===== src/verilog/wasm_machine_pkg.sv =====
`default_nettype none

package wasm_machine_pkg;

  typedef enum logic [2:0] {
    trap_none         = 3'd0,
    trap_stack        = 3'd1,
    trap_fetch        = 3'd2,
    trap_unreachable  = 3'd3,
    trap_type         = 3'd4,
    trap_unknown      = 3'd5,
    trap_select_types = 3'd6
  } trap_t;

  typedef enum logic [1:0] {
    stack_none    = 2'd0,
    stack_push    = 2'd1,
    stack_pop     = 2'd2,
    stack_replace = 2'd3
  } stack_op_t;

  typedef enum logic [1:0] {
    status_ok        = 2'd0,
    status_empty     = 2'd1,
    status_overflow  = 2'd2,
    status_underflow = 2'd3
  } stack_status_t;

  // Tag plus 64-bit payload
  localparam int entry_width     = 66;
  localparam int stack_depth     = 8;
  localparam int stack_idx_width = $clog2(stack_depth);
  localparam int stack_ptr_width = $clog2(stack_depth + 1);

  // Opcode byte followed by ten immediate bytes
  localparam int window_bytes = 11;

endpackage

`default_nettype wire


===== src/verilog/wasm_isa_pkg.sv =====
`default_nettype none

package wasm_isa_pkg;

  // Control
  localparam logic [7:0] op_unreachable = 8'h00;
  localparam logic [7:0] op_nop         = 8'h01;
  localparam logic [7:0] op_end         = 8'h0b;
  localparam logic [7:0] op_call        = 8'h10;

  // Parametric
  localparam logic [7:0] op_drop   = 8'h1a;
  localparam logic [7:0] op_select = 8'h1b;

  // Constants
  localparam logic [7:0] op_i32_const = 8'h41;
  localparam logic [7:0] op_i64_const = 8'h42;
  localparam logic [7:0] op_f32_const = 8'h43;
  localparam logic [7:0] op_f64_const = 8'h44;

  // Integer tests
  localparam logic [7:0] op_i32_eqz = 8'h45;
  localparam logic [7:0] op_i32_eq  = 8'h46;
  localparam logic [7:0] op_i32_ne  = 8'h47;
  localparam logic [7:0] op_i64_eqz = 8'h50;
  localparam logic [7:0] op_i64_eq  = 8'h51;
  localparam logic [7:0] op_i64_ne  = 8'h52;

  // Arithmetic
  localparam logic [7:0] op_i32_add = 8'h6a;
  localparam logic [7:0] op_i32_sub = 8'h6b;
  localparam logic [7:0] op_i64_add = 8'h7c;
  localparam logic [7:0] op_i64_sub = 8'h7d;

  localparam logic [7:0] op_i32_reinterpret_f32 = 8'hbc;

  // Value-type tag carried in the top two bits of each stack entry
  typedef enum logic [1:0] {
    val_i32 = 2'd0,
    val_i64 = 2'd1,
    val_f32 = 2'd2,
    val_f64 = 2'd3
  } val_type_t;

  // A 64-bit value needs at most ten 7-bit groups
  localparam int leb_max_bytes  = 10;
  localparam int leb_group_bits = 7;
  localparam int leb_len_width  = 4;

endpackage

`default_nettype wire

===== src/verilog/wasm_cpu.sv =====
`timescale 1ns/1ps
`default_nettype none

module wasm_cpu #(
  parameter int addr_width = 6
) (
  input  logic                     clk,
  input  logic                     reset,
  input  logic [addr_width-1:0]    start_pc,
  input  logic                     write,
  input  logic [addr_width-1:0]    write_addr,
  input  byte                      write_data,
  output logic [63:0]              result,
  output wasm_isa_pkg::val_type_t  result_type,
  output logic                     result_empty,
  output wasm_machine_pkg::trap_t  trap
);

  import wasm_isa_pkg::*;
  import wasm_machine_pkg::*;

  typedef enum logic [2:0] {
    st_fetch,
    st_wait,
    st_exec,
    st_exec2,
    st_exec3,
    st_exec4
  } state_t;

  state_t                        step;
  logic [addr_width-1:0]         pc;
  logic [addr_width-1:0]         fetch_addr;
  logic [7:0]                    opcode;
  logic [window_bytes*8-1:0]     window;
  logic                          fetch_error;
  stack_op_t                     stack_op;
  logic [entry_width-1:0]        stack_data;
  logic [entry_width-1:0]        stack_tos;
  stack_status_t                 stack_status;
  logic [63:0]                   leb_value;
  logic [leb_len_width-1:0]      leb_length;
  logic [63:0]                   raw_le;
  logic                          needs_operand;
  logic [1:0]                    tos_tag;
  // Top operand popped first, then the select operand above the deeper one
  logic [entry_width-1:0]        aux1;
  logic [entry_width-1:0]        aux2;

  code_mem #(
    .addr_width(addr_width)
  ) code_mem_i (
    .clk(clk),
    .write(write),
    .write_addr(write_addr),
    .write_data(write_data),
    .fetch_addr(fetch_addr),
    .window(window),
    .fetch_error(fetch_error)
  );

  operand_stack operand_stack_i (
    .clk(clk),
    .reset(reset),
    .op(stack_op),
    .data(stack_data),
    .tos(stack_tos),
    .status(stack_status)
  );

  leb128_decoder leb128_decoder_i (
    .bytes(window[leb_max_bytes*8-1:0]),
    .value(leb_value),
    .length(leb_length)
  );

  assign tos_tag = stack_tos[65:64];

  // Float immediates are raw little-endian bytes
  always_comb begin
    for (int i = 0; i < 8; i++) begin
      raw_le[8*i +: 8] = window[8*(window_bytes-2-i) +: 8];
    end
  end

  always_comb begin
    case (window[87:80])
      op_drop, op_select, op_i32_eqz, op_i64_eqz, op_i32_eq, op_i32_ne,
      op_i64_eq, op_i64_ne, op_i32_add, op_i32_sub, op_i64_add, op_i64_sub,
      op_i32_reinterpret_f32: needs_operand = 1'b1;
      default: needs_operand = 1'b0;
    endcase
  end

  always_ff @(posedge clk) begin
    if (reset) begin
      trap         <= trap_none;
      step         <= st_fetch;
      pc           <= start_pc;
      stack_op     <= stack_none;
      result       <= '0;
      result_type  <= val_i32;
      result_empty <= 1'b1;
    end else begin
      stack_op <= stack_none;
      if (trap == trap_none) begin
        case (step)
          st_fetch: begin
            fetch_addr <= pc;
            pc         <= pc + 1'b1;
            step       <= st_wait;
          end

          // Previous instruction's stack op has landed by now
          st_wait: begin
            if (stack_status == status_overflow || stack_status == status_underflow) begin
              trap <= trap_stack;
            end else begin
              step <= st_exec;
            end
          end

          st_exec: begin
            opcode <= window[87:80];
            step   <= st_fetch;
            if (fetch_error) begin
              trap <= trap_fetch;
            end else if (needs_operand && stack_status == status_empty) begin
              trap <= trap_stack;
            end else begin
              case (window[87:80])
                op_unreachable: trap <= trap_unreachable;
                op_nop: begin
                end
                op_end: begin
                  result       <= stack_tos[63:0];
                  result_type  <= val_type_t'(tos_tag);
                  result_empty <= (stack_status == status_empty);
                end
                op_call: begin
                  aux1 <= {val_i64, leb_value};
                  step <= st_exec2;
                end
                op_drop: stack_op <= stack_pop;
                op_i32_const: begin
                  stack_op   <= stack_push;
                  stack_data <= {val_i32, 32'b0, leb_value[31:0]};
                  pc         <= pc + addr_width'(leb_length);
                end
                op_i64_const: begin
                  stack_op   <= stack_push;
                  stack_data <= {val_i64, leb_value};
                  pc         <= pc + addr_width'(leb_length);
                end
                op_f32_const: begin
                  stack_op   <= stack_push;
                  stack_data <= {val_f32, 32'b0, raw_le[31:0]};
                  pc         <= pc + addr_width'(4);
                end
                op_f64_const: begin
                  stack_op   <= stack_push;
                  stack_data <= {val_f64, raw_le};
                  pc         <= pc + addr_width'(8);
                end
                op_i32_eqz, op_i64_eqz: begin
                  if (tos_tag != ((window[87:80] == op_i32_eqz) ? val_i32 : val_i64)) begin
                    trap <= trap_type;
                  end else begin
                    stack_op   <= stack_replace;
                    stack_data <= {val_i32, 63'b0, stack_tos[63:0] == 64'b0};
                  end
                end
                op_i32_reinterpret_f32: begin
                  if (tos_tag != val_f32) begin
                    trap <= trap_type;
                  end else begin
                    stack_op   <= stack_replace;
                    stack_data <= {val_i32, 32'b0, stack_tos[31:0]};
                  end
                end
                op_select: begin
                  // Condition must be an i32 before anything is popped
                  if (tos_tag != val_i32) begin
                    trap <= trap_type;
                  end else begin
                    aux1     <= stack_tos;
                    stack_op <= stack_pop;
                    step     <= st_exec2;
                  end
                end
                op_i32_eq, op_i32_ne, op_i64_eq, op_i64_ne,
                op_i32_add, op_i32_sub, op_i64_add, op_i64_sub: begin
                  aux1     <= stack_tos;
                  stack_op <= stack_pop;
                  step     <= st_exec2;
                end
                default: trap <= trap_unknown;
              endcase
            end
          end

          st_exec2: begin
            step <= st_exec3;
            // Second pop for select takes the upper operand off
            if (opcode == op_select) begin
              stack_op <= stack_pop;
            end
          end

          st_exec3: begin
            step <= st_fetch;
            if (opcode != op_call && stack_status != status_ok) begin
              trap <= trap_stack;
            end else begin
              case (opcode)
                op_call: pc <= aux1[addr_width-1:0];
                op_select: begin
                  aux2 <= stack_tos;
                  step <= st_exec4;
                end
                op_i32_eq, op_i32_ne, op_i32_add, op_i32_sub: begin
                  if (aux1[65:64] != val_i32 || tos_tag != val_i32) begin
                    trap <= trap_type;
                  end else begin
                    stack_op <= stack_replace;
                    case (opcode)
                      op_i32_eq: stack_data <= {val_i32, 63'b0, stack_tos[31:0] == aux1[31:0]};
                      op_i32_ne: stack_data <= {val_i32, 63'b0, stack_tos[31:0] != aux1[31:0]};
                      op_i32_add: stack_data <= {val_i32, 32'b0, stack_tos[31:0] + aux1[31:0]};
                      default: stack_data <= {val_i32, 32'b0, stack_tos[31:0] - aux1[31:0]};
                    endcase
                  end
                end
                op_i64_eq, op_i64_ne, op_i64_add, op_i64_sub: begin
                  if (aux1[65:64] != val_i64 || tos_tag != val_i64) begin
                    trap <= trap_type;
                  end else begin
                    stack_op <= stack_replace;
                    case (opcode)
                      op_i64_eq: stack_data <= {val_i32, 63'b0, stack_tos[63:0] == aux1[63:0]};
                      op_i64_ne: stack_data <= {val_i32, 63'b0, stack_tos[63:0] != aux1[63:0]};
                      op_i64_add: stack_data <= {val_i64, stack_tos[63:0] + aux1[63:0]};
                      default: stack_data <= {val_i64, stack_tos[63:0] - aux1[63:0]};
                    endcase
                  end
                end
                default: begin
                end
              endcase
            end
          end

          // Deeper select operand is now on top of the stack
          st_exec4: begin
            step <= st_fetch;
            if (stack_status != status_ok) begin
              trap <= trap_stack;
            end else if (aux2[65:64] != tos_tag) begin
              trap <= trap_select_types;
            end else if (aux1[31:0] == 32'b0) begin
              stack_op   <= stack_replace;
              stack_data <= aux2;
            end
          end

          default: step <= st_fetch;
        endcase
      end
    end
  end

  trap_sticky: assert property (
    @(posedge clk) disable iff (reset) (trap != trap_none) |=> $stable(trap)
  );

endmodule

`default_nettype wire


===== src/verilog/leb128_decoder.sv =====
`timescale 1ns/1ps
`default_nettype none

module leb128_decoder (
  input  logic [wasm_isa_pkg::leb_max_bytes*8-1:0] bytes,
  output logic [63:0]                             value,
  output logic [wasm_isa_pkg::leb_len_width-1:0]  length
);

  import wasm_isa_pkg::*;

  localparam int group_total = leb_group_bits * leb_max_bytes;

  logic [group_total-1:0]        groups;
  logic signed [group_total-1:0] extended;
  logic [leb_len_width-1:0]      count;
  logic                          found;
  int                            shift;

  // First immediate byte sits in the top of the bus
  always_comb begin
    groups = '0;
    count  = leb_len_width'(leb_max_bytes);
    found  = 1'b0;
    for (int i = 0; i < leb_max_bytes; i++) begin
      if (!found) begin
        groups[leb_group_bits*i +: leb_group_bits] =
          bytes[8*(leb_max_bytes-1-i) +: leb_group_bits];
        // Clear continuation bit ends the number
        if (!bytes[8*(leb_max_bytes-1-i) + 7]) begin
          found = 1'b1;
          count = leb_len_width'(i + 1);
        end
      end
    end
  end

  // Move the last group's bit 6 to the MSB, then shift back arithmetically
  always_comb begin
    shift    = group_total - leb_group_bits * int'(count);
    extended = $signed(groups << shift) >>> shift;
  end

  assign value  = extended[63:0];
  assign length = count;

endmodule

`default_nettype wire


===== src/verilog/operand_stack.sv =====
`timescale 1ns/1ps
`default_nettype none

module operand_stack (
  input  logic                                   clk,
  input  logic                                   reset,
  input  wasm_machine_pkg::stack_op_t            op,
  input  logic [wasm_machine_pkg::entry_width-1:0] data,
  output logic [wasm_machine_pkg::entry_width-1:0] tos,
  output wasm_machine_pkg::stack_status_t        status
);

  import wasm_machine_pkg::*;

  localparam logic [stack_ptr_width-1:0] full_ptr = stack_ptr_width'(stack_depth);

  logic [entry_width-1:0]     entries [stack_depth];
  logic [stack_ptr_width-1:0] ptr;
  logic [stack_ptr_width-1:0] below;
  stack_status_t              error;

  // Index of the current top entry
  assign below = ptr - 1'b1;

  always_ff @(posedge clk) begin
    if (reset) begin
      ptr   <= '0;
      error <= status_ok;
    end else begin
      case (op)
        stack_push: begin
          if (ptr == full_ptr) begin
            error <= status_overflow;
          end else begin
            ptr <= ptr + 1'b1;
          end
        end
        stack_pop: begin
          if (ptr == '0) begin
            error <= status_underflow;
          end else begin
            ptr <= below;
          end
        end
        stack_replace: begin
          if (ptr == '0) begin
            error <= status_underflow;
          end
        end
        default: begin
        end
      endcase
    end
  end

  // Contents stay untouched on a faulting op
  always_ff @(posedge clk) begin
    if (op == stack_push && ptr != full_ptr) begin
      entries[ptr[stack_idx_width-1:0]] <= data;
    end
    if (op == stack_replace && ptr != '0) begin
      entries[below[stack_idx_width-1:0]] <= data;
    end
  end

  assign tos = (ptr == '0) ? '0 : entries[below[stack_idx_width-1:0]];

  always_comb begin
    if (error != status_ok) begin
      status = error;
    end else if (ptr == '0) begin
      status = status_empty;
    end else begin
      status = status_ok;
    end
  end

  ptr_in_range: assert property (@(posedge clk) disable iff (reset) ptr <= full_ptr);

endmodule

`default_nettype wire


===== src/verilog/code_mem.sv =====
`timescale 1ns/1ps
`default_nettype none

module code_mem #(
  parameter int addr_width = 6
) (
  input  logic                                      clk,
  input  logic                                      write,
  input  logic [addr_width-1:0]                     write_addr,
  input  byte                                       write_data,
  input  logic [addr_width-1:0]                     fetch_addr,
  output logic [wasm_machine_pkg::window_bytes*8-1:0] window,
  output logic                                      fetch_error
);

  import wasm_machine_pkg::*;

  localparam int mem_bytes = 2 ** addr_width;

  logic [7:0] mem [mem_bytes];

  always_ff @(posedge clk) begin
    if (write) begin
      mem[write_addr] <= write_data;
    end
  end

  // Opcode lands in the top byte, later bytes toward the bottom
  always_ff @(posedge clk) begin
    for (int i = 0; i < window_bytes; i++) begin
      if (int'(fetch_addr) + i < mem_bytes) begin
        window[8*(window_bytes-1-i) +: 8] <= mem[int'(fetch_addr) + i];
      end else begin
        window[8*(window_bytes-1-i) +: 8] <= 8'h00;
      end
    end
    // Whole window must fit, even if the instruction is shorter
    fetch_error <= (int'(fetch_addr) + window_bytes - 1) > (mem_bytes - 1);
  end

  write_in_range: assert property (
    @(posedge clk) write |-> !$isunknown(write_addr) && (int'(write_addr) < mem_bytes)
  );

endmodule

`default_nettype wire


===== config.mk =====
export PLATFORM = sky130hd
export DESIGN_NAME = wasm_cpu
export DESIGN_NICKNAME = d
export VERILOG_FILES = /design/src/verilog/wasm_machine_pkg.sv /design/src/verilog/wasm_isa_pkg.sv /design/src/verilog/wasm_cpu.sv /design/src/verilog/leb128_decoder.sv /design/src/verilog/operand_stack.sv /design/src/verilog/code_mem.sv
export SDC_FILE = /design/constraint.sdc
export NUM_CORES = 2
export LEC_CHECK = 0
export BUFFER_PORTS_ARGS = -buffer_cell sky130_fd_sc_hd__buf_2
export CAP_MARGIN = 20
export CORE_MARGIN = 2
export CORE_UTILIZATION = 40
export CTS_CLUSTER_DIAMETER = 40
export CTS_CLUSTER_SIZE = 8
export DETAILED_ROUTE_END_ITERATION = 16
export PLACE_DENSITY = 0.53
export SLEW_MARGIN = 5
export SYNTH_ARGS = -nofsm -noshare
export SYNTH_HDL_FRONTEND = slang
export SYNTH_HIERARCHICAL = 1
export SYNTH_SLANG_ARGS = --single-unit

===== constraint.sdc =====
create_clock -name clk -period 9.5 [get_ports clk]
set_input_delay 0.95 -clock clk [delete_from_list [all_inputs] [get_ports clk]]
set_output_delay 0.95 -clock clk [all_outputs]
set_load 0.02 [all_outputs]

==> impl_metrics.py <==
metrics = {
    "min_path": {
        "hold_depth": 1,
        "worst_hold_path_type": "in -> reg",
        "holdPathEnd": "code_mem_i/mem[3][2]",
        "worst_hold_startpoint": "write_data[2]",
    },
    "setup_path": {
        "worstSetupEndpointType": "flop",
        "r2r_start": "code_mem_i/window[47]",
        "regToRegEndpoint": "stack_data[15]",
        "critPathSlowestCell": "dfxtp_1",
        "slowest_delay_ns": 0.91,
        "path_class": "reg -> reg",
        "cp_max_fo": 15,
        "r2r.worst_path.cells": 24,
        "start_kind": "flop",
        "critPathRequiredTime_ns": 10.07,
        "cp_cell_sequence": "nand4_4 -> or3_4 -> nand2_8 -> inv_6 -> fa_1 -> ha_1 -> or2_2 -> ha_1 -> a21oi_1 -> o21bai_2 -> buf_4 -> o31ai_4 -> a211oi_1 -> or2_1 -> mux4_2 -> a21oi_2 -> mux2i_1 -> mux2i_1 -> o22ai_1 -> a211o_1 -> a221oi_1 -> o21ai_0 -> a222oi_1 -> o21ai_0",
        "reg2reg_slack_ns": 0.06,
        "crit_arrival_ns": 10.01,
    },
    "clocking": {
        "cts_hold_buffers": 0,
        "tritoncts.num_buffers": 290,
        "clk_latency_ns": 0.89,
        "cts_tree": "done",
        "cts_resized": 0,
        "cts.htree.levels": 5,
        "clock-root-buffer": "clkbuf_16",
        "post_cts_buffers": 0,
        "cts.sinks": 1427,
        "clkTransAtPathRegs_ns": 0.05,
        "clockBufferDepth": 4,
    },
    "timing": {
        "skew_ns": 0.0873,
        "finalMaxSlewViolations": 2,
        "hold_viol_final": 0,
        "min_period_over_period_pct": 99.4,
        "fmax_ghz": 0.106,
        "worst_pin_slew_ns": 1.53,
        "slew_headroom_pct": -1.72,
        "rsz0062_at_grt": "false",
        "setup_viol": 0,
        "tns_ns": 0,
        "layout_min_cycle_time_ns": 9.44,
    },
    "place": {
        "io_buffers": 92,
        "gp_congestion": 1.13,
        "hpwl_um": 397000,
    },
    "die": {
        "start_util_pct": 40.1,
        "std_cell_rows": 186,
        "core_area_um2": 256000,
        "dieArea_um2": 261000,
        "die_h_um": 511,
        "io_pins": 93,
        "die_w_um": 511,
    },
    "detailed_routing": {
        "ant_nets": 0,
        "routed-via-count": 88600,
        "routed_wl_um": 533000,
        "vias_per_cell": 7.19,
        "drcViolationCount": 0,
        "drtPass1Iterations": 8,
        "drt_iter0_markers": 13000,
        "routedWlPerCell_um": 43.2,
    },
    "grt": {
        "grt_max_degree": 114,
        "grt_usage_pct": 39.8,
        "grt_pass1_wl_um": 724000,
        "overflow": 0,
        "grt_pass1_vias": 84900,
        "antenna_found_initial": 43,
    },
    "status": {
        "violations": "max-slew violations",
        "status": "finished with violations",
    },
    "flow_run": {
        "drv_cap": 0,
    },
    "yosys": {
        "syn-num-nets": 8724,
        "avgSynthCellArea_um2": 12.1,
        "ys_warn_count": 6,
        "syn_inst": 8527,
        "synth_area_um2": 103000,
    },
    "cells_and_area": {
        "layout_common_cells": "1258 x edfxtp_1, 1057 x mux4_2, 970 x nand2_1, 512 x buf_4, 505 x a21oi_1",
        "area_growth_pct": 14.9,
        "final_common_cell": "edfxtp_1",
        "fin_nets": 8928,
        "drive_gt1_share_pct": 27.8,
    },
}
==> state kept, by name, summed over array words and instances (netlist names), 4 cells and up <==
signal,flops
aux1,66
aux2,66
code_mem_i/mem,512
code_mem_i/window,87
fetch_addr,6
opcode,8
operand_stack_i/entries,528
operand_stack_i/ptr,4
pc,6
result,64
stack_data,66
==> layout make-up <==
type,instances,area (µm²)
timing repair buffer,640,4930
inverter,192,732
tap,3384,4230
clock buffer,376,7900
sequential,1427,41200
fill,23100,138000
multi-input combinational,6180,57800
antenna,17,42.5
clock inverter,115,1340
==> critical path, delay by kind of cell, from the launching register on <==
family,cells,cell delay [ns]
adder cells (fa/ha/maj),3,1.00
buffers and inverters,2,0.27
AO/OA/AOI/OAI,11,3.77
flip-flops,1,0.91
multiplexers,3,1.60
AND/OR/NAND/NOR,5,1.57
==> per-layer routing <==
layer  part of all wire, %  GRT usage [%]  up-vias
met4                   9.7           31.5       22
met5                 0.030              0        -
met3                   9.6           9.66     1571
met1                    36           47.8    45500
met2                    45           61.4     6245
li1                      -              -    35300
==> through the flow <==
stage               instance area, µm²  util (%)  cells  hold WS, ns  worst slack [ns]
CTS                             118000      46.0  12300        0.435             0.470
global route                    118000      46.1  12300        0.376             0.185
global placement                109000      42.4  11800        0.436             0.398
detailed placement              109000      42.4  11800        0.442             0.455
floorplan                       103000         -   8527        0.403             0.868
finish                          118000      46.1  12300        0.376            0.0593
==> worst max-delay path by stage <==
stage / depth (start not counted) / slack (ns) / start / endpoint
finish: 24 / 0.06 / code_mem_i/window[47] / stack_data[15]
global route: 24 / 0.19 / code_mem_i/window[47] / stack_data[15]
CTS: 23 / 0.47 / code_mem_i/window[47] / stack_data[23]
detailed placement: 24 / 0.46 / code_mem_i/window[47] / stack_data[15]
global placement: 26 / 0.40 / code_mem_i/window[47] / stack_data[8]
floorplan: 8 / 0.87 / operand_stack_i/ptr[0] / operand_stack_i/entries[2][0]
Power is not shown: default switching activity piles up to over one toggle a cycle in this logic, so the estimate is an artifact.
